===== src/logic/stepper_spi_pkg.sv =====
/*
  Stepper SPI peripheral definitions.
  Bus width, the register map of the SPI block on the CPU memory bus,
  config register bit positions and the default transfer sizes.
*/
package stepper_spi_pkg;

  // cpu memory bus
  localparam int BUS_W = 32;

  // peripheral base address
  localparam logic [BUS_W-1:0] IO_BASE = 32'h1000_0000;

  // byte offsets from IO_BASE
  localparam logic [7:0] OFS_OUT_UPPER = 8'h00;
  localparam logic [7:0] OFS_OUT_LOWER = 8'h04;
  localparam logic [7:0] OFS_IN_UPPER  = 8'h08;
  localparam logic [7:0] OFS_IN_LOWER  = 8'h0c;
  localparam logic [7:0] OFS_CONFIG    = 8'h10;

  // config register layout
  localparam int CFG_SEND_BIT  = 0;
  localparam int CFG_READY_BIT = 1;
  localparam int CFG_DIV_LSB   = 2;

  // divider field width, half-period is div+1 clocks
  localparam int DIV_W_DEFAULT = 3;

  // address byte plus 32-bit data word
  localparam int FRAME_BITS_DEFAULT = 40;

endpackage


===== src/logic/spi_ctrl_if.sv =====
/*
  Control interface between the register bank and the SPI engine.
  Carries the start strobe, outgoing frame and divider towards the
  engine, and busy, done and the received frame back.
*/
`timescale 1ns/1ps

interface spi_ctrl_if #(
  parameter int FRAME_BITS = stepper_spi_pkg::FRAME_BITS_DEFAULT,
  parameter int DIV_W      = stepper_spi_pkg::DIV_W_DEFAULT
);

  logic                  start;
  logic [FRAME_BITS-1:0] tx_frame;
  logic [DIV_W-1:0]      clk_div;
  logic                  busy;
  logic                  done;
  // valid while done is high
  logic [FRAME_BITS-1:0] rx_frame;

  modport regs (
    output start, tx_frame, clk_div,
    input  busy, done, rx_frame
  );

  modport engine (
    input  start, tx_frame, clk_div,
    output busy, done, rx_frame
  );

endinterface


===== src/logic/io_register_bank.sv =====
/*
  SPI register bank.
  Decodes memory bus accesses to the five peripheral registers,
  applies byte-lane writes, answers every access with one ready pulse
  and turns a send write into a start strobe for the SPI engine.
*/
`timescale 1ns/1ps

module io_register_bank #(
  parameter int FRAME_BITS = stepper_spi_pkg::FRAME_BITS_DEFAULT,
  parameter int DIV_W      = stepper_spi_pkg::DIV_W_DEFAULT
) (
  input  logic                                  clk_25mhz,
  input  logic                                  rst_n,
  input  logic                                  mem_valid,
  input  logic [stepper_spi_pkg::BUS_W-1:0]     mem_addr,
  input  logic [stepper_spi_pkg::BUS_W-1:0]     mem_wdata,
  input  logic [stepper_spi_pkg::BUS_W/8-1:0]   mem_wstrb,
  output logic [stepper_spi_pkg::BUS_W-1:0]     mem_rdata,
  output logic                                  mem_ready,
  spi_ctrl_if.regs                              ctrl
);

  localparam int BUS_W   = stepper_spi_pkg::BUS_W;
  localparam int UPPER_W = FRAME_BITS - BUS_W;

  logic [UPPER_W-1:0] out_upper;
  logic [BUS_W-1:0]   out_lower;
  logic [UPPER_W-1:0] in_upper;
  logic [BUS_W-1:0]   in_lower;
  logic [DIV_W-1:0]   clk_div;

  logic access;
  logic wr;
  logic hit_out_upper;
  logic hit_out_lower;
  logic hit_in_upper;
  logic hit_in_lower;
  logic hit_cfg;
  logic engine_busy;
  logic send_req;
  logic [BUS_W-1:0] cfg_word;
  logic [BUS_W-1:0] rd_word;
  logic [BUS_W-1:0] upper_merged;
  logic [BUS_W-1:0] lower_merged;
  logic [BUS_W-1:0] cfg_merged;

  // replace the byte lanes selected by strb
  function automatic logic [BUS_W-1:0] merge_lanes(input logic [BUS_W-1:0] old_word,
                                                   input logic [BUS_W-1:0] new_word,
                                                   input logic [BUS_W/8-1:0] strb);
    logic [BUS_W-1:0] res;
    int i;
    res = old_word;
    for (i = 0; i < BUS_W / 8; i++) begin
      if (strb[i]) begin
        res[8*i +: 8] = new_word[8*i +: 8];
      end
    end
    return res;
  endfunction

  // word match, low address bits ignored
  function automatic logic reg_hit(input logic [BUS_W-1:0] addr, input logic [7:0] ofs);
    logic [BUS_W-1:0] target;
    target = stepper_spi_pkg::IO_BASE + BUS_W'(ofs);
    return addr[BUS_W-1:2] == target[BUS_W-1:2];
  endfunction

  // one access per valid, ready pulse blocks a repeat
  assign access = mem_valid && !mem_ready;
  assign wr     = access && (|mem_wstrb);

  assign hit_out_upper = reg_hit(mem_addr, stepper_spi_pkg::OFS_OUT_UPPER);
  assign hit_out_lower = reg_hit(mem_addr, stepper_spi_pkg::OFS_OUT_LOWER);
  assign hit_in_upper  = reg_hit(mem_addr, stepper_spi_pkg::OFS_IN_UPPER);
  assign hit_in_lower  = reg_hit(mem_addr, stepper_spi_pkg::OFS_IN_LOWER);
  assign hit_cfg       = reg_hit(mem_addr, stepper_spi_pkg::OFS_CONFIG);

  // start already issued counts as busy
  assign engine_busy = ctrl.busy || ctrl.start;
  assign send_req    = wr && hit_cfg && mem_wstrb[stepper_spi_pkg::CFG_SEND_BIT / 8] &&
                       mem_wdata[stepper_spi_pkg::CFG_SEND_BIT];

  always_comb begin
    cfg_word = '0;
    cfg_word[stepper_spi_pkg::CFG_READY_BIT] = !engine_busy;
    cfg_word[stepper_spi_pkg::CFG_DIV_LSB +: DIV_W] = clk_div;
  end

  assign upper_merged = merge_lanes(BUS_W'(out_upper), mem_wdata, mem_wstrb);
  assign lower_merged = merge_lanes(out_lower, mem_wdata, mem_wstrb);
  assign cfg_merged   = merge_lanes(cfg_word, mem_wdata, mem_wstrb);

  // read mux, unmapped addresses return 0
  always_comb begin
    if (hit_out_upper) begin
      rd_word = BUS_W'(out_upper);
    end else if (hit_out_lower) begin
      rd_word = out_lower;
    end else if (hit_in_upper) begin
      rd_word = BUS_W'(in_upper);
    end else if (hit_in_lower) begin
      rd_word = in_lower;
    end else if (hit_cfg) begin
      rd_word = cfg_word;
    end else begin
      rd_word = '0;
    end
  end

  always_ff @(posedge clk_25mhz) begin
    if (!rst_n) begin
      mem_ready  <= 1'b0;
      mem_rdata  <= '0;
      ctrl.start <= 1'b0;
      out_upper  <= '0;
      out_lower  <= '0;
      in_upper   <= '0;
      in_lower   <= '0;
      clk_div    <= '0;
    end else begin
      mem_ready  <= access;
      mem_rdata  <= access ? rd_word : '0;
      ctrl.start <= send_req && !engine_busy;
      if (wr && hit_out_upper) begin
        out_upper <= upper_merged[UPPER_W-1:0];
      end
      if (wr && hit_out_lower) begin
        out_lower <= lower_merged;
      end
      // divider frozen while a frame is on the wire
      if (wr && hit_cfg && !engine_busy) begin
        clk_div <= cfg_merged[stepper_spi_pkg::CFG_DIV_LSB +: DIV_W];
      end
      if (ctrl.done) begin
        in_upper <= ctrl.rx_frame[FRAME_BITS-1 -: UPPER_W];
        in_lower <= ctrl.rx_frame[BUS_W-1:0];
      end
    end
  end

  assign ctrl.tx_frame = {out_upper, out_lower};
  assign ctrl.clk_div  = clk_div;

endmodule


===== src/logic/spi_sequencer.sv =====
/*
  SPI transfer sequencer.
  Mode 3 state machine: lead half-period, FRAME_BITS low/high SCK
  pairs, trail half-period. Drives chip select and SCK, and issues
  the load, shift and sample strobes for the frame shifter.
*/
`timescale 1ns/1ps

module spi_sequencer #(
  parameter int FRAME_BITS = stepper_spi_pkg::FRAME_BITS_DEFAULT
) (
  input  logic                  clk_25mhz,
  input  logic                  rst_n,
  spi_ctrl_if.engine            ctrl,
  input  logic                  tick,
  output logic                  run,
  output logic                  load,
  output logic                  shift,
  output logic                  sample,
  input  logic [FRAME_BITS-1:0] rx_frame_in,
  output logic                  sck,
  output logic                  cs_n
);

  localparam int CNT_W = (FRAME_BITS > 1) ? $clog2(FRAME_BITS) : 1;

  typedef enum logic [2:0] {
    st_idle,
    st_lead,
    st_sck_lo,
    st_sck_hi,
    st_trail
  } state_t;

  state_t           state;
  state_t           state_nxt;
  logic [CNT_W-1:0] bit_cnt;
  logic             last_bit;

  assign last_bit = (bit_cnt == CNT_W'(FRAME_BITS - 1));

  // one state step per half-period tick
  always_comb begin
    state_nxt = state;
    case (state)
      st_idle: begin
        if (ctrl.start) begin
          state_nxt = st_lead;
        end
      end
      st_lead: begin
        if (tick) begin
          state_nxt = st_sck_lo;
        end
      end
      st_sck_lo: begin
        if (tick) begin
          state_nxt = st_sck_hi;
        end
      end
      st_sck_hi: begin
        if (tick) begin
          state_nxt = last_bit ? st_trail : st_sck_lo;
        end
      end
      st_trail: begin
        if (tick) begin
          state_nxt = st_idle;
        end
      end
      default: begin
        state_nxt = st_idle;
      end
    endcase
  end

  assign run    = (state != st_idle);
  assign load   = (state == st_idle) && ctrl.start;
  // rising SCK edge
  assign sample = (state == st_sck_lo) && tick;
  // falling SCK edge, first bit is already on mosi after load
  assign shift  = (state == st_sck_hi) && tick && !last_bit;

  always_ff @(posedge clk_25mhz) begin
    if (!rst_n) begin
      state     <= st_idle;
      bit_cnt   <= '0;
      sck       <= 1'b1;
      cs_n      <= 1'b1;
      ctrl.busy <= 1'b0;
      ctrl.done <= 1'b0;
    end else begin
      state     <= state_nxt;
      sck       <= (state_nxt != st_sck_lo);
      cs_n      <= (state_nxt == st_idle);
      ctrl.busy <= (state_nxt != st_idle);
      ctrl.done <= (state == st_trail) && tick;
      if (state == st_lead) begin
        bit_cnt <= '0;
      end else if (shift) begin
        bit_cnt <= bit_cnt + 1'b1;
      end
    end
  end

  // shifter holds the full frame once trail ends
  assign ctrl.rx_frame = rx_frame_in;

endmodule


===== src/logic/sck_timer.sv =====
/*
  SCK half-period timer.
  Pulses tick every clk_div+1 clock cycles while run is high and
  restarts from zero whenever run drops.
*/
`timescale 1ns/1ps

module sck_timer #(
  parameter int DIV_W = stepper_spi_pkg::DIV_W_DEFAULT
) (
  input  logic             clk_25mhz,
  input  logic             rst_n,
  input  logic             run,
  input  logic [DIV_W-1:0] clk_div,
  output logic             tick
);

  logic [DIV_W-1:0] count;

  // last cycle of the current half-period
  assign tick = run && (count == clk_div);

  always_ff @(posedge clk_25mhz) begin
    if (!rst_n) begin
      count <= '0;
    end else if (!run || tick) begin
      // idle or wrap, next half-period starts full length
      count <= '0;
    end else begin
      count <= count + 1'b1;
    end
  end

endmodule


===== src/logic/frame_shifter.sv =====
/*
  SPI frame shifter.
  Loads the outgoing frame and presents its top bit on MOSI, moving
  one place per shift. MISO bits enter a separate receive register
  on each sample, most significant bit first.
*/
`timescale 1ns/1ps

module frame_shifter #(
  parameter int FRAME_BITS = stepper_spi_pkg::FRAME_BITS_DEFAULT
) (
  input  logic                  clk_25mhz,
  input  logic                  rst_n,
  input  logic                  load,
  input  logic [FRAME_BITS-1:0] tx_frame,
  input  logic                  shift,
  input  logic                  sample,
  input  logic                  miso,
  output logic                  mosi,
  output logic [FRAME_BITS-1:0] rx_frame
);

  logic [FRAME_BITS-1:0] tx_shift;
  logic [FRAME_BITS-1:0] rx_shift;

  // transmit side
  always_ff @(posedge clk_25mhz) begin
    if (!rst_n) begin
      tx_shift <= '0;
    end else if (load) begin
      tx_shift <= tx_frame;
    end else if (shift) begin
      tx_shift <= {tx_shift[FRAME_BITS-2:0], 1'b0};
    end
  end

  // receive side, after FRAME_BITS samples the whole frame is in
  always_ff @(posedge clk_25mhz) begin
    if (!rst_n) begin
      rx_shift <= '0;
    end else if (sample) begin
      rx_shift <= {rx_shift[FRAME_BITS-2:0], miso};
    end
  end

  assign mosi     = tx_shift[FRAME_BITS-1];
  assign rx_frame = rx_shift;

endmodule


===== src/logic/stepper_spi_top.sv =====
/*
  Stepper SPI peripheral top level.
  Connects the CPU memory bus and the SPI pins to the register bank,
  the transfer sequencer, the SCK timer and the frame shifter.
*/
`timescale 1ns/1ps

module stepper_spi_top #(
  parameter int FRAME_BITS = stepper_spi_pkg::FRAME_BITS_DEFAULT,
  parameter int DIV_W      = stepper_spi_pkg::DIV_W_DEFAULT
) (
  input  logic                                clk_25mhz,
  input  logic                                rst_n,
  input  logic                                mem_valid,
  input  logic [stepper_spi_pkg::BUS_W-1:0]   mem_addr,
  input  logic [stepper_spi_pkg::BUS_W-1:0]   mem_wdata,
  input  logic [stepper_spi_pkg::BUS_W/8-1:0] mem_wstrb,
  output logic [stepper_spi_pkg::BUS_W-1:0]   mem_rdata,
  output logic                                mem_ready,
  input  logic                                miso,
  output logic                                sck,
  output logic                                mosi,
  output logic                                cs_n
);

  logic                  run;
  logic                  tick;
  logic                  load;
  logic                  shift;
  logic                  sample;
  logic [FRAME_BITS-1:0] rx_frame;

  spi_ctrl_if #(.FRAME_BITS(FRAME_BITS), .DIV_W(DIV_W)) ctrl_if ();

  io_register_bank #(.FRAME_BITS(FRAME_BITS), .DIV_W(DIV_W)) regs_i (
    .clk_25mhz (clk_25mhz),
    .rst_n     (rst_n),
    .mem_valid (mem_valid),
    .mem_addr  (mem_addr),
    .mem_wdata (mem_wdata),
    .mem_wstrb (mem_wstrb),
    .mem_rdata (mem_rdata),
    .mem_ready (mem_ready),
    .ctrl      (ctrl_if.regs)
  );

  spi_sequencer #(.FRAME_BITS(FRAME_BITS)) seq_i (
    .clk_25mhz   (clk_25mhz),
    .rst_n       (rst_n),
    .ctrl        (ctrl_if.engine),
    .tick        (tick),
    .run         (run),
    .load        (load),
    .shift       (shift),
    .sample      (sample),
    .rx_frame_in (rx_frame),
    .sck         (sck),
    .cs_n        (cs_n)
  );

  sck_timer #(.DIV_W(DIV_W)) timer_i (
    .clk_25mhz (clk_25mhz),
    .rst_n     (rst_n),
    .run       (run),
    .clk_div   (ctrl_if.clk_div),
    .tick      (tick)
  );

  frame_shifter #(.FRAME_BITS(FRAME_BITS)) shifter_i (
    .clk_25mhz (clk_25mhz),
    .rst_n     (rst_n),
    .load      (load),
    .tx_frame  (ctrl_if.tx_frame),
    .shift     (shift),
    .sample    (sample),
    .miso      (miso),
    .mosi      (mosi),
    .rx_frame  (rx_frame)
  );

endmodule


===== config.mk =====
export PLATFORM = sky130hd
export DESIGN_NAME = stepper_spi_top
export DESIGN_NICKNAME = d
export VERILOG_FILES = /design/src/logic/stepper_spi_pkg.sv /design/src/logic/spi_ctrl_if.sv /design/src/logic/io_register_bank.sv /design/src/logic/spi_sequencer.sv /design/src/logic/sck_timer.sv /design/src/logic/frame_shifter.sv /design/src/logic/stepper_spi_top.sv
export SDC_FILE = /design/constraint.sdc
export NUM_CORES = 1
export LEC_CHECK = 0
export BUFFER_PORTS_ARGS = -buffer_cell sky130_fd_sc_hd__buf_2
export CAP_MARGIN = 10
export CELL_PAD_IN_SITES_DETAIL_PLACEMENT = 2
export CELL_PAD_IN_SITES_GLOBAL_PLACEMENT = 2
export CORE_ASPECT_RATIO = 0.7
export CORE_MARGIN = 1
export CORE_UTILIZATION = 39
export CTS_CLUSTER_DIAMETER = 120
export DETAILED_ROUTE_END_ITERATION = 10
export GPL_TIMING_DRIVEN = 0
export PLACE_DENSITY_LB_ADDON = 0.12
export SETUP_SLACK_MARGIN = 0.4
export SLEW_MARGIN = 10
export SYNTH_ARGS = -nofsm -noshare
export SYNTH_HDL_FRONTEND = slang
export SYNTH_SLANG_ARGS = --single-unit
export TNS_END_PERCENT = 100

===== constraint.sdc =====
create_clock -name clk_25mhz -period 2.5 [get_ports clk_25mhz]
set_input_delay 0.125 -clock clk_25mhz [delete_from_list [all_inputs] [get_ports clk_25mhz]]
set_output_delay 0.125 -clock clk_25mhz [all_outputs]
set_load 0.01 [all_outputs]

Word-level counts from Yosys, hierarchy flattened
Cells that the tools add are included.
{ "classes": {"add_sub_neg": 2, "n_mux": 14, "bitwise_logic": 2, "eq_ne": 12, "reduce_logical": 37} }
{ "ops": {"columns": ["cell", "count"], "rows": [
  ["$eq A30 B27 Y1 const B", 5],
  ["$mux W32", 3],
  ["$mux W40", 2],
  ["$mux W3", 6],
  ["$logic_and A1 B1 Y1", 15],
  ["$pmux W3 S5", 1],
  ["$reduce_and A2 Y1", 7],
  ["$mux W8", 1],
  ["$add A6 B1 Y6 const B", 1],
  ["$eq A3 B2 Y1 const B", 2],
  ["$eq A6 B6 Y1 const B", 1],
  ["$logic_not A3 Y1", 2],
  ["$reduce_bool A3 Y1", 2],
  ["$mux W5", 1],
  ["$logic_not A1 Y1", 4],
  ["$reduce_or A2 Y1", 2],
  ["$reduce_or A4 Y1", 1],
  ["$add A3 B1 Y3 const B", 1],
  ["$eq A3 B1 Y1 const B", 1],
  ["$eq A3 B3 Y1", 1],
  ["$eq A3 B3 Y1 const B", 1],
  ["$ne A3 B2 Y1 const B", 1],
  ["$reduce_or A3 Y1", 1],
  ["$logic_or A1 B1 Y1", 2],
  ["2 further kinds", 3]
]} }
{ "totals": {"output_inout_bits": 36, "ff_bits": 213, "wordCells": 88, "inputBits": 72} }

Logic depth before layout (Yosys ltp)
Gate-level depths: netlist (run 1).
{ "depth": {"word_depth": 7, "mapped_depth": 7, "ltp_nobuf": 5} }

By module
A second synthesis (run 1) with hierarchy kept.
{ "unflattened": {"cells_unflattened": 982, "area_unflattened_um2": 9975.8} }
{ "by_module_without_submodules": {"columns": ["mod", "instances", "area_per_inst_um2", "seq_area_each_um2", "cells_each"], "rows": [
  ["io_register_bank", 1, 5166.2, 2342.2, 547],
  ["frame_shifter", 1, 3656.0, 1601.5, 306],
  ["spi_sequencer", 1, 1003.5, 260.2, 115],
  ["sck_timer", 1, 150.1, 60.1, 14]
]} }

Worst setup path after synthesis (run 1)
No wires, ideal clock.
{ "synth_path": {"kind": "reg2reg", "startpoint": "register seq_i.bit_cnt[0]", "endpoint": "register seq_i.ctrl.busy", "required_ps": 2378, "period_less_slack_ps": 1668, "path_stages_with_launch": 7, "arrival_time_ps": 1546, "path_buffers": 1, "setup_time_ps": 122, "path_slack_ps": 832, "cell_sequence": "dfxtp_1 -> ha_1 -> and2_1 -> and3_1 -> clkbuf_1 -> a32o_1 -> a311o_1"} }
{ "synth_via": {"elab_chain_cells": 5} }
{ "synth_lines": {"columns": ["item", "line", "source"], "rows": [
  ["from (decl)", "spi_sequencer.sv:37", "logic [CNT_W-1:0] bit_cnt;"],
  ["from (signal assigned)", "spi_sequencer.sv:101", "bit_cnt <= bit_cnt + 1'b1;"],
  ["$eq A6 B6 Y1", "spi_sequencer.sv:40", "assign last_bit = (bit_cnt == CNT_W'(FRAME_BITS - 1));"],
  ["$mux W3", "spi_sequencer.sv:63", "state_nxt = last_bit ? st_trail : st_sck_lo;"],
  ["$mux W3", "spi_sequencer.sv:62", "if (tick) begin"],
  ["$pmux W3 S5", "spi_sequencer.sv:45", "case (state)"],
  ["$reduce_bool A3 Y1", "spi_sequencer.sv:96", "ctrl.busy <= (state_nxt != st_idle);"],
  ["to (signal assigned)", "spi_sequencer.sv:96", null],
  ["to (decl)", "spi_ctrl_if.sv:28", "output busy, done, rx_frame"]
]} }
Every way passes these cells.
A chain may end at the register's enable or synchronous reset.

==> out/results.tsv, run 1 <==
stage	metric	value	unit
status	status	completed	
floorplan	rows	46	
global_routing	antenna_found_initial	1	
cells_and_area	stdcell_count	1522	
timing	hold_viol	0	
place	portBuffers	103	
cells_and_area	fill_cells	2476	
routing	drtAntennaViolNets	0	
logic_synthesis	synth_commonest_cells	213 x dfxtp_1, 131 x nand3_1, 122 x o21ai_0	
place	gp_congestion	0.852	
power_and_ir_drop	p_leak	4.08	nW
floorplan	start_util	40.3	%
global_routing	grt_max_degree	13	
worst_setup_path	crit_path_end_kind	flip-flop	
floorplan	die_h	131	um
cells_and_area	drive_gt1_share	16.5	%
worst_setup_path	crit_path_start_kind	primary input	
clocking	cts_buffers	23	
power_and_ir_drop	p_per_area	624	mW/mm^2
floorplan	ioPinCount	108	
timing	post-route-min-period	2.11	ns
logic_synthesis	ys_ff_latch	213	
routing	avgViaCountPerCell	5.81	
logic_synthesis	yosys_warnings	0	
cells_and_area	fin_util	49.1	%
cells_and_area	multi_input_area	0.00455	sq mm
timing	slew_headroom	30.3	%
clocking	cts-root-buf	clkbuf_16	
timing	finalCritPeriodShare	84.4	%
floorplan	die_w	186	um
cells_and_area	final_nets	1267	
timing	tns	0	ns
power_and_ir_drop	finalPower	7.03	mW
clocking	cts_num_sinks	213	
place	dp.cells	1445	
logic_synthesis	yosysMostFrequentCell	dfxtp_1	
timing	fin_ws	0.391	ns
cells_and_area	register_area	0.00426	sq mm
logic_synthesis	syn_inst	1030	
floorplan	core	0.0230	sq mm
cells_and_area	stdcell_area	0.0113	sq mm
cells_and_area	area_delta_synth_final	21.8	%
place	pre_cts_ws	0.0279	ns
timing	report.final.slew_viol_count	0	
clocking	cts_tree	yes	
logic_synthesis	ys_top_cells_by_area	dfxtp_1 46%, mux2i_1 9.0%, nand3_1 7.1%	
clocking	cts.clk_slew.worst_paths	0.06	ns
hold_path	hp-class	primary input to flip-flop	
place	dpl-instance-area	0.0102	sq mm
logic_synthesis	yosysSeqAreaShare	46.1	%
floorplan	die_area	0.0244	sq mm
worst_setup_path	cp.required	2.93	ns
logic_synthesis	syn_area_per_cell	8.99	sq um
timing	max_freq	474	MHz
routing	remaining_drc_errors	0	
timing	hold_slack	0.0723	ns
timing	setup_violations	0	
global_routing	grt_usage	30.3	%
global_routing	grt_use_met3	3.52	%
logic_synthesis	yosysTopAreaCell	dfxtp_1	
worst_setup_path	arrival	2.54	ns
clocking	worstSkewPairLatency	0.53	ns
routing	vias	8839	
global_routing	globalRouteMet2Util	51.9	%
clocking	cts_buffer_depth	3	
cells_and_area	antenna_cells	0	
global_routing	grt_pass1_vias	9537	
global_routing	busiest_layer	met2	
logic_synthesis	yosysTopAreaCellShare	46.1	%
worst_setup_path	critPathKind	primary input to flip-flop	
power_and_ir_drop	vdd_drop_max	0.434	mV
logic_synthesis	synth_ff_type	dfxtp_1	
logic_synthesis	syn_area	0.00926	sq mm
logic_synthesis	synth_edf_count	0	
routing	drtPass1Iterations	4	
routing	wirelength	36500	um
logic_synthesis	synth.net_count	1104	
logic_synthesis	synthDistinctLibCells	54	
job	max-cap-violations	0	
worst_setup_path	crit_fanout	10	
timing	worst_pin_slew	1.04	ns
global_routing	met1_usage	40.9	%
timing	rsz0062_at_grt	yes	
clocking	htree_levels	1	
routing	wl_per_cell	24.0	um
routing	drt_iter0_markers	509	
global_routing	grt_pass1_wl	55800	um
place	dp_hpwl	25500	um
global_routing	grt.overflow.total	0	
timing	finalClockSkew	0.0122	ns
logic_synthesis	async_reset_ff_share	0	%
logic make-up after synthesis:
kind of cell | synth area share (%)
adder cells (fa/ha/maj) | 0.270
flip-flops | 46.1
XOR/XNOR | 0.662
AND/OR/NAND/NOR | 21.0
AO/OA/AOI/OAI | 17.5
buffers and inverters | 5.16
multiplexers | 9.34
power by group:
part | switching (mW) | internal [mW] | leakage [nW]
combinational | 0.204 | 0.132 | 2.02
sequential | 0.000768 | 3.39 | 1.71
clock | 1.44 | 1.86 | 0.345
cells in the final DEF, fill, tap and decap left out, drive strengths merged, types with 4 or more instances in the layout:
cell type and count:
mux2i 83, a32o 5, a21boi 40, nand2 78, o31ai 4, nor4 7
buf 138, or4 26, nand3b 4, dfxtp 213, a31oi 44, xnor2 4
and4 6, inv 11, nor2b 45, nand3 136, clkbuf 106, nor2 6
nand4 6, a21oi 35, and3 12, dlygate4sd3 33, o2bb2ai 4, o21ai 122
final timing paths:
| kind | start | endpoint | slack, ns | cells past startpoint |
|---|---|---|---|---|
| min reg2reg | shifter_i.rx_frame[3]$_SDFFE_PN0P_ | shifter_i.rx_frame[4]$_SDFFE_PN0P_ | 0.48 | 2 |
| max | rst_n | regs_i.out_lower[26]$_SDFFE_PN0P_ | 0.39 | 6 |
| min | mem_valid | regs_i.mem_ready$_SDFF_PN0_ | 0.07 | 2 |
| max reg2reg | seq_i.state[1]$_SDFF_PN0_ | shifter_i.tx_shift[16]$_SDFFE_PN0P_ | 0.47 | 5 |
registers in the layout (all words and copies together) (netlist names), 3 cells and up:
name                 cells
shifter_i.rx_frame      40
shifter_i.tx_shift      40
regs_i.in_lower         32
regs_i.mem_rdata        32
regs_i.out_lower        32
regs_i.in_upper          8
regs_i.out_upper         8
seq_i.bit_cnt            6
regs_i.ctrl.clk_div      3
seq_i.state              3
timer_i.count            3
layout make-up:
cell class,count,area share (%)
Buffer,100,4.11
Clock buffer,39,6.08
Clock inverter,3,0.166
Inverter,10,0.333
Multi-Input combinational cell,707,40.4
Sequential cell,213,37.8
Tap cell,312,3.46
Timing Repair Buffer,138,7.64
repair_timing:
| action | in CTS | in global routing |
|---|---|---|
| gates resized for setup | 8 | 27 |
| hold buffers | 33 | 0 |
| cloned | 0 | 0 |
| endpoints found under the setup margin | 84 | 46 |
| pin swaps | 1 | 3 |
| setup buffers | 1 | 1 |
| endpoints found under the hold margin | 45 | 0 |
metal layers:
metal / up-vias / routed length (um)
met3: 54 / 1520
li1: 4063 / -
met2: 225 / 17000
met5: - / 0
met4: 0 / 752
met1: 4497 / 17200
critical path: stages:
cell and delay (ns):
buf_2 0.14, clkbuf_1 0.66, clkbuf_1 0.58, buf_1 0.66
nand2_1 0.15, mux2i_1 0.22
Note: power is estimated with default switching activity, not from simulation.
==> inputs of run 2 (changes only) <==
Settings changed: ABC_AREA set to 1, CORE_UTILIZATION 39 to 33.
Clock period 2.5 ns to 2.06 ns, I/O delays scaled along.
==> out/results.tsv, run 2 <==
stage	metric	value	unit
logic_synthesis	async_reset_ff_share	0	%
routing	avgViaCountPerCell	5.06	
logic_synthesis	yosysTopAreaCell	dfxtp_1	
job	max-cap-violations	0	
power_and_ir_drop	p_sw	2.00	mW
timing	tns	0	ns
hold_path	min_path_cells	3	
cells_and_area	register_area	0.00427	sq mm
timing	rsz0062_at_grt	yes	
logic_synthesis	synth_xor_area_share	0.713	%
timing	fin_ws	0.315	ns
timing	max_freq	573	MHz
worst_setup_path	crit_path_start_kind	flip-flop	
logic_synthesis	synth_top_family_by_area	simple AND/OR/NAND/NOR gates	
clocking	cts_num_sinks	213	
logic_synthesis	syn_area_per_cell	7.22	sq um
timing	report.final.slew_viol_count	0	
worst_setup_path	r2r_start	timer_i.count[0]$_SDFF_PP0_	
global_routing	grt_usage	25.8	%
cells_and_area	drive_gt1_share	21.0	%
cells_and_area	area_delta_synth_final	31.6	%
clocking	cts.clk_slew.worst_paths	0.07	ns
clocking	htree_levels	1	
cells_and_area	layout_common_cells	338 x nand2_1, 205 x dfxtp_1, 193 x nor2_1	
cells_and_area	final_nets	1449	
logic_synthesis	synthDistinctLibCells	29	
routing	drtPass1Iterations	5	
hold_path	hold_start	rst_n	
status	status	completed	
power_and_ir_drop	seqPwrFrac	44.7	%
logic_synthesis	synth-compound-area-share	13.2	%
timing	slew_headroom	44.4	%
routing	wirelength	35500	um
logic_synthesis	synth_ff_type	dfxtp_1	
timing	worst_pin_slew	0.835	ns
floorplan	core	0.0256	sq mm
logic_synthesis	synthSimpleGateAreaFrac	30.0	%
worst_setup_path	r2r_cells	7	
logic_synthesis	synth.area.mux_share	0	%
global_routing	grt_pass1_vias	9324	
floorplan	start_util	33.5	%
worst_setup_path	critPathKind	flip-flop to flip-flop	
logic_synthesis	ys_top_cells_by_area	dfxtp_1 50%, nand2_1 15%, nor2_1 8.6%	
logic_synthesis	synth_edf_count	0	
floorplan	die_w	195	um
timing	post-route-min-period	1.74	ns
clocking	cts_tree	yes	
worst_setup_path	crit_path_end_kind	flip-flop	
logic_synthesis	yosysMostFrequentCell	nand2_1	
logic_synthesis	synth_commonest_cells	349 x nand2_1, 213 x dfxtp_1, 196 x nor2_1	
routing	vias	8713	
cells_and_area	fill_cells	2967	
power_and_ir_drop	p_per_area	813	mW/mm^2
timing	finalCritPeriodShare	84.7	%
power_and_ir_drop	vdd_drop_max	0.597	mV
routing	drt_iter0_markers	412	
power_and_ir_drop	comb_power_share	3.0	%
timing	hold_viol	0	
cells_and_area	fin_util	44.1	%
logic_synthesis	yosysTopAreaCellShare	49.6	%
clocking	cts-root-buf	clkbuf_16	
logic_synthesis	synth.net_count	1265	
global_routing	grt_max_degree	15	
clocking	cts_buffers	23	
worst_setup_path	crit_fanout	5	
clocking	worstSkewPairLatency	0.54	ns
timing	finalClockSkew	0.0340	ns
worst_setup_path	cp.required	2.42	ns
logic_synthesis	yosys_warnings	0	
global_routing	grt_pass1_wl	53100	um
floorplan	die_area	0.0267	sq mm
timing	setup_violations	0	
place	portBuffers	104	
logic_synthesis	syn_inst	1191	
place	gp_congestion	0.827	
routing	wl_per_cell	20.6	um
routing	remaining_drc_errors	0	
power_and_ir_drop	clkPwrFrac	52.2	%
worst_setup_path	arrival	2.10	ns
global_routing	antenna_found_initial	0	
clocking	cts_buffer_depth	3	
place	pre_cts_ws	-0.000199	ns
cells_and_area	final_common_cell	nand2_1	
floorplan	rows	49	
power_and_ir_drop	p_leak	4.80	nW
power_and_ir_drop	swShare	21.7	%
global_routing	grt.overflow.total	0	
cells_and_area	multi_input_area	0.00402	sq mm
floorplan	ioPinCount	108	
worst_setup_path	startpoint	timer_i.count[0]$_SDFF_PP0_	
floorplan	die_h	137	um
routing	drtAntennaViolNets	0	
place	dp_hpwl	23100	um
hold_path	hp-class	primary input to flip-flop	
logic_synthesis	ys_ff_latch	213	
logic_synthesis	yosysSeqAreaShare	49.6	%
cells_and_area	antenna_cells	0	
power_and_ir_drop	p_int	7.21	mW
logic_synthesis	synthAdderAreaFrac	0.291	%
logic_synthesis	syn_area	0.00859	sq mm
## run 2: power groups by stage
stage	Clock (mW)	Combinational (mW)	Sequential, mW
6_report	4.81	0.279	4.12
5_1_grt	5.02	0.299	4.12
4_1_cts	4.85	0.267	4.12
3_5_place_dp	0	0.213	4.21
3_3_place_gp	0	0.208	4.21
2_1_floorplan	0	0.0840	4.21
## run 2: path summary, 6_finish.rpt
| kind | to | slack, ns |
|---|---|---|
| worst min register to register | regs_i.mem_rdata[0]$_SDFF_PN0_ | 0.45 |
| worst max register to register | seq_i.ctrl.busy$_SDFF_PN0_ | 0.32 |
| worst max-delay path | seq_i.ctrl.busy$_SDFF_PN0_ | 0.32 |
| worst min-delay path | seq_i.state[2]$_SDFF_PN0_ | 0.04 |
## run 2: cell type report
cell class / count / share of cell area, %
sequential: 213 / 37.8
multi-input combinational: 857 / 35.6
timing repair buffer: 159 / 9.79
clock buffer: 34 / 6.16
tap: 331 / 3.66
buffer: 66 / 3.59
inverter: 55 / 1.94
clock inverter: 8 / 1.53
## run 2: timing repair
| item | in CTS | in global routing |
|---|---|---|
| pin swaps | 6 | 12 |
| buffers inserted | 11 | 7 |
| hold buffers | 34 | 0 |
| resized for setup | 47 | 64 |
| cloned | 1 | 2 |
| setup endpoints to repair | 100 | 101 |
| hold endpoints to repair | 46 | 0 |
## run 2: worst max-delay path, stage by stage, from the launching register on
cell and delay (ns):
dfxtp_1 0.35, xnor2_1 0.29, nand2_4 0.15, buf_4 0.20, a21oi_4 0.15, nand2_1 0.11, nand2_1 0.12, nand3_1 0.19
## run 2: cell families (layout without fill, tap and decap cells)
kind of cell | count (synthesis) | after routing
flops | 213 | 213
xor+xnor | 7 | 7
simple gates | 634 | 634
buf+inv | 121 | 322
compound gates | 214 | 214
fa+ha+maj | 2 | 2
## run 2: per-stage QoR
step	power [mW]	instance area, sq um	std cells	hold slack (ns)
after global placement	4.42	9530	1626	0.330
final	9.20	11300	1723	0.0441
after floorplan	4.30	8590	1191	0.222
after global routing	9.44	11300	1723	0.0700
after detailed placement	4.43	9530	1626	0.340
after CTS	9.24	11000	1714	0.0307
## run 2: per-layer routing
metal	global-route usage [%]	vias to the layer above	wire length (um)
met5	0	-	0
met4	7.74	0	970
met3	4.04	60	1330
met2	43.1	163	16700
met1	34.2	4315	16500
li1	-	4175	-
==> inputs of run 3 (changes only) <==
Settings changed: ABC_AREA 1 to 0, CORE_UTILIZATION 33 to 36.
Clock period 2.06 ns to 1.8 ns, I/O delays scaled along.
==> out/results.tsv, run 3 (synthesized netlist as in run 1, its figures left out) <==
stage	metric	value	unit
status	status	complete, but fails checks	
status	violations	negative setup slack	
worst_setup_path	cp_slowest_cell	dfxtp_4	
timing	worst_pin_slew	0.938	ns
place	dp_hpwl	25300	um
global_routing	grt.overflow.total	0	
timing	report.final.slew_viol_count	0	
routing	vias	9781	
timing	finalClockSkew	0.0157	ns
timing	hold_viol	0	
timing	post-route-min-period	1.84	ns
place	gp_congestion	0.818	
clocking	cts-root-buf	clkbuf_16	
hold_path	min_path_cells	2	
global_routing	grt_pass1_vias	9903	
job	max-cap-violations	0	
global_routing	grt_max_degree	14	
cells_and_area	antenna_cells	0	
timing	setup_violations	2	
routing	remaining_drc_errors	0	
routing	wl_per_cell	31.3	um
clocking	cts_buffers	23	
floorplan	die_h	136	um
worst_setup_path	crit_fanout	10	
floorplan	die_w	194	um
hold_path	hp-class	primary input to flip-flop	
power_and_ir_drop	p_per_area	741	mW/mm^2
timing	max_freq	544	MHz
worst_setup_path	cp_cell_sequence	xnor2_4 > nand4_1 > buf_6 > clkbuf_4 > o21ai_0 > a31oi_1	
global_routing	antenna_found_initial	0	
floorplan	start_util	37.1	%
cells_and_area	fin_util	55.0	%
cells_and_area	drive_gt1_share	38.1	%
clocking	cts_tree	yes	
floorplan	die_area	0.0264	sq mm
timing	hold_slack	0.0408	ns
cells_and_area	final_nets	1315	
routing	avgViaCountPerCell	6.18	
worst_setup_path	crit_path_max_incr_delay	0.39	ns
floorplan	ioPinCount	108	
worst_setup_path	r2r_start	regs_i.ctrl.clk_div[2]$_SDFFE_PN0P_	
worst_setup_path	cp.required	2.20	ns
timing	slew_headroom	37.4	%
place	pre_cts_ws	-0.774	ns
worst_setup_path	crit_path_end_kind	flip-flop	
cells_and_area	final_common_cell	dfxtp_1	
global_routing	grt_usage	30.6	%
clocking	cts_buffer_depth	3	
routing	wirelength	49600	um
routing	drtAntennaViolNets	0	
global_routing	grt_pass1_wl	61300	um
cells_and_area	layout_common_cells	201 x dfxtp_1, 111 x buf_2, 82 x nand3_1	
worst_setup_path	arrival	2.24	ns
clocking	cts_num_sinks	213	
hold_path	hold_start	rst_n	
worst_setup_path	timing.rr.end	shifter_i.tx_shift[11]$_SDFFE_PN0P_	
place	portBuffers	103	
cells_and_area	area_delta_synth_final	48.2	%
power_and_ir_drop	finalPower	10.2	mW
worst_setup_path	crit_path_start_kind	flip-flop	
timing	fin_ws	-0.0374	ns
worst_setup_path	critPathKind	flip-flop to flip-flop	
worst_setup_path	r2r_cells	6	
floorplan	core	0.0249	sq mm
cells_and_area	stdcell_count	1583	
timing	finalCritPeriodShare	102	%
hold_path	holdPathEnd	regs_i.mem_ready$_SDFF_PN0_	
floorplan	rows	48	
worst_setup_path	r2r_slack	-0.04	ns
timing	rsz0062_at_grt	yes	
clocking	htree_levels	1	
routing	drt_iter0_markers	707	
routing	drtPass1Iterations	5	
clocking	cts.clk_slew.worst_paths	0.07	ns
power_and_ir_drop	p_leak	4.82	nW
place	dp.cells	1458	
clocking	worstSkewPairLatency	0.55	ns
power_and_ir_drop	vdd_drop_max	0.720	mV
-- run 3: stage by stage --
step	instance area (sq um)	TNS, ns
global route	13700	-0.279
floorplan	9420	0
global placement	10300	-72.02
CTS	12600	0
detailed placement	10300	-78.97
finish	13700	-0.0611
-- run 3: cell type report --
type,count,area [sq um]
Fill cell,2415,11200
Multi-Input combinational cell,707,5850
Sequential cell,213,4300
Timing Repair Buffer,186,1560
Buffer,100,852
Clock buffer,35,651
Tap cell,325,407
Clock inverter,7,66.3
Inverter,10,37.5
-- run 3: worst max path at each step --
| stage | startpoint | to | slack, ns | depth (start not counted) |
|---|---|---|---|---|
| after floorplan | seq_i.bit_cnt[1]$_SDFFE_PP0P_ | seq_i.ctrl.busy$_SDFF_PN0_ | 0.30 | 6 |
| after global placement | rst_n | regs_i.out_lower[24]$_SDFFE_PN0P_ | -0.74 | 6 |
| after detailed placement | rst_n | regs_i.out_lower[24]$_SDFFE_PN0P_ | -0.77 | 6 |
| after CTS | regs_i.ctrl.clk_div[1]$_SDFFE_PN0P_ | shifter_i.rx_frame[10]$_SDFFE_PN0P_ | 0.14 | 8 |
| after global routing | regs_i.ctrl.clk_div[2]$_SDFFE_PN0P_ | shifter_i.tx_shift[32]$_SDFFE_PN0P_ | -0.10 | 7 |
| final | regs_i.ctrl.clk_div[2]$_SDFFE_PN0P_ | shifter_i.tx_shift[11]$_SDFFE_PN0P_ | -0.04 | 6 |
-- run 3: repair_timing --
item	4_1_cts	5_1_grt
gates cloned	10	3
setup endpoints to repair	207	185
pin swaps	48	73
endpoints found under the hold margin	46	0
hold buffers	34	0
buffers inserted	24	12
gates resized for setup	213	223
-- run 3: report_power, final --
| group | total, mW | internal [mW] | switching, mW |
|---|---|---|---|
| clock | 4.88 | 2.65 | 2.23 |
| combinational | 0.590 | 0.228 | 0.361 |
| sequential | 4.70 | 4.70 | 0.00112 |
-- run 3: worst max-delay path: cells and delay by family (launching register included) --
family	cells	cell delay, ns
AND/OR/NAND/NOR	1	0.15
XOR/XNOR	1	0.24
flip-flops	1	0.39
buffers and inverters	2	0.40
AO/OA/AOI/OAI	2	0.50
-- run 3: per-layer routing --
metal | global-route usage (%) | routed length [um] | vias up | share of wire (%)
met5 | 0 | 0 | - | 0
li1 | - | - | 4176 | -
met3 | 4.54 | 2470 | 145 | 5.0
met4 | 10.1 | 2130 | 0 | 4.3
met1 | 40.3 | 20800 | 5061 | 42
met2 | 51.6 | 24200 | 399 | 49
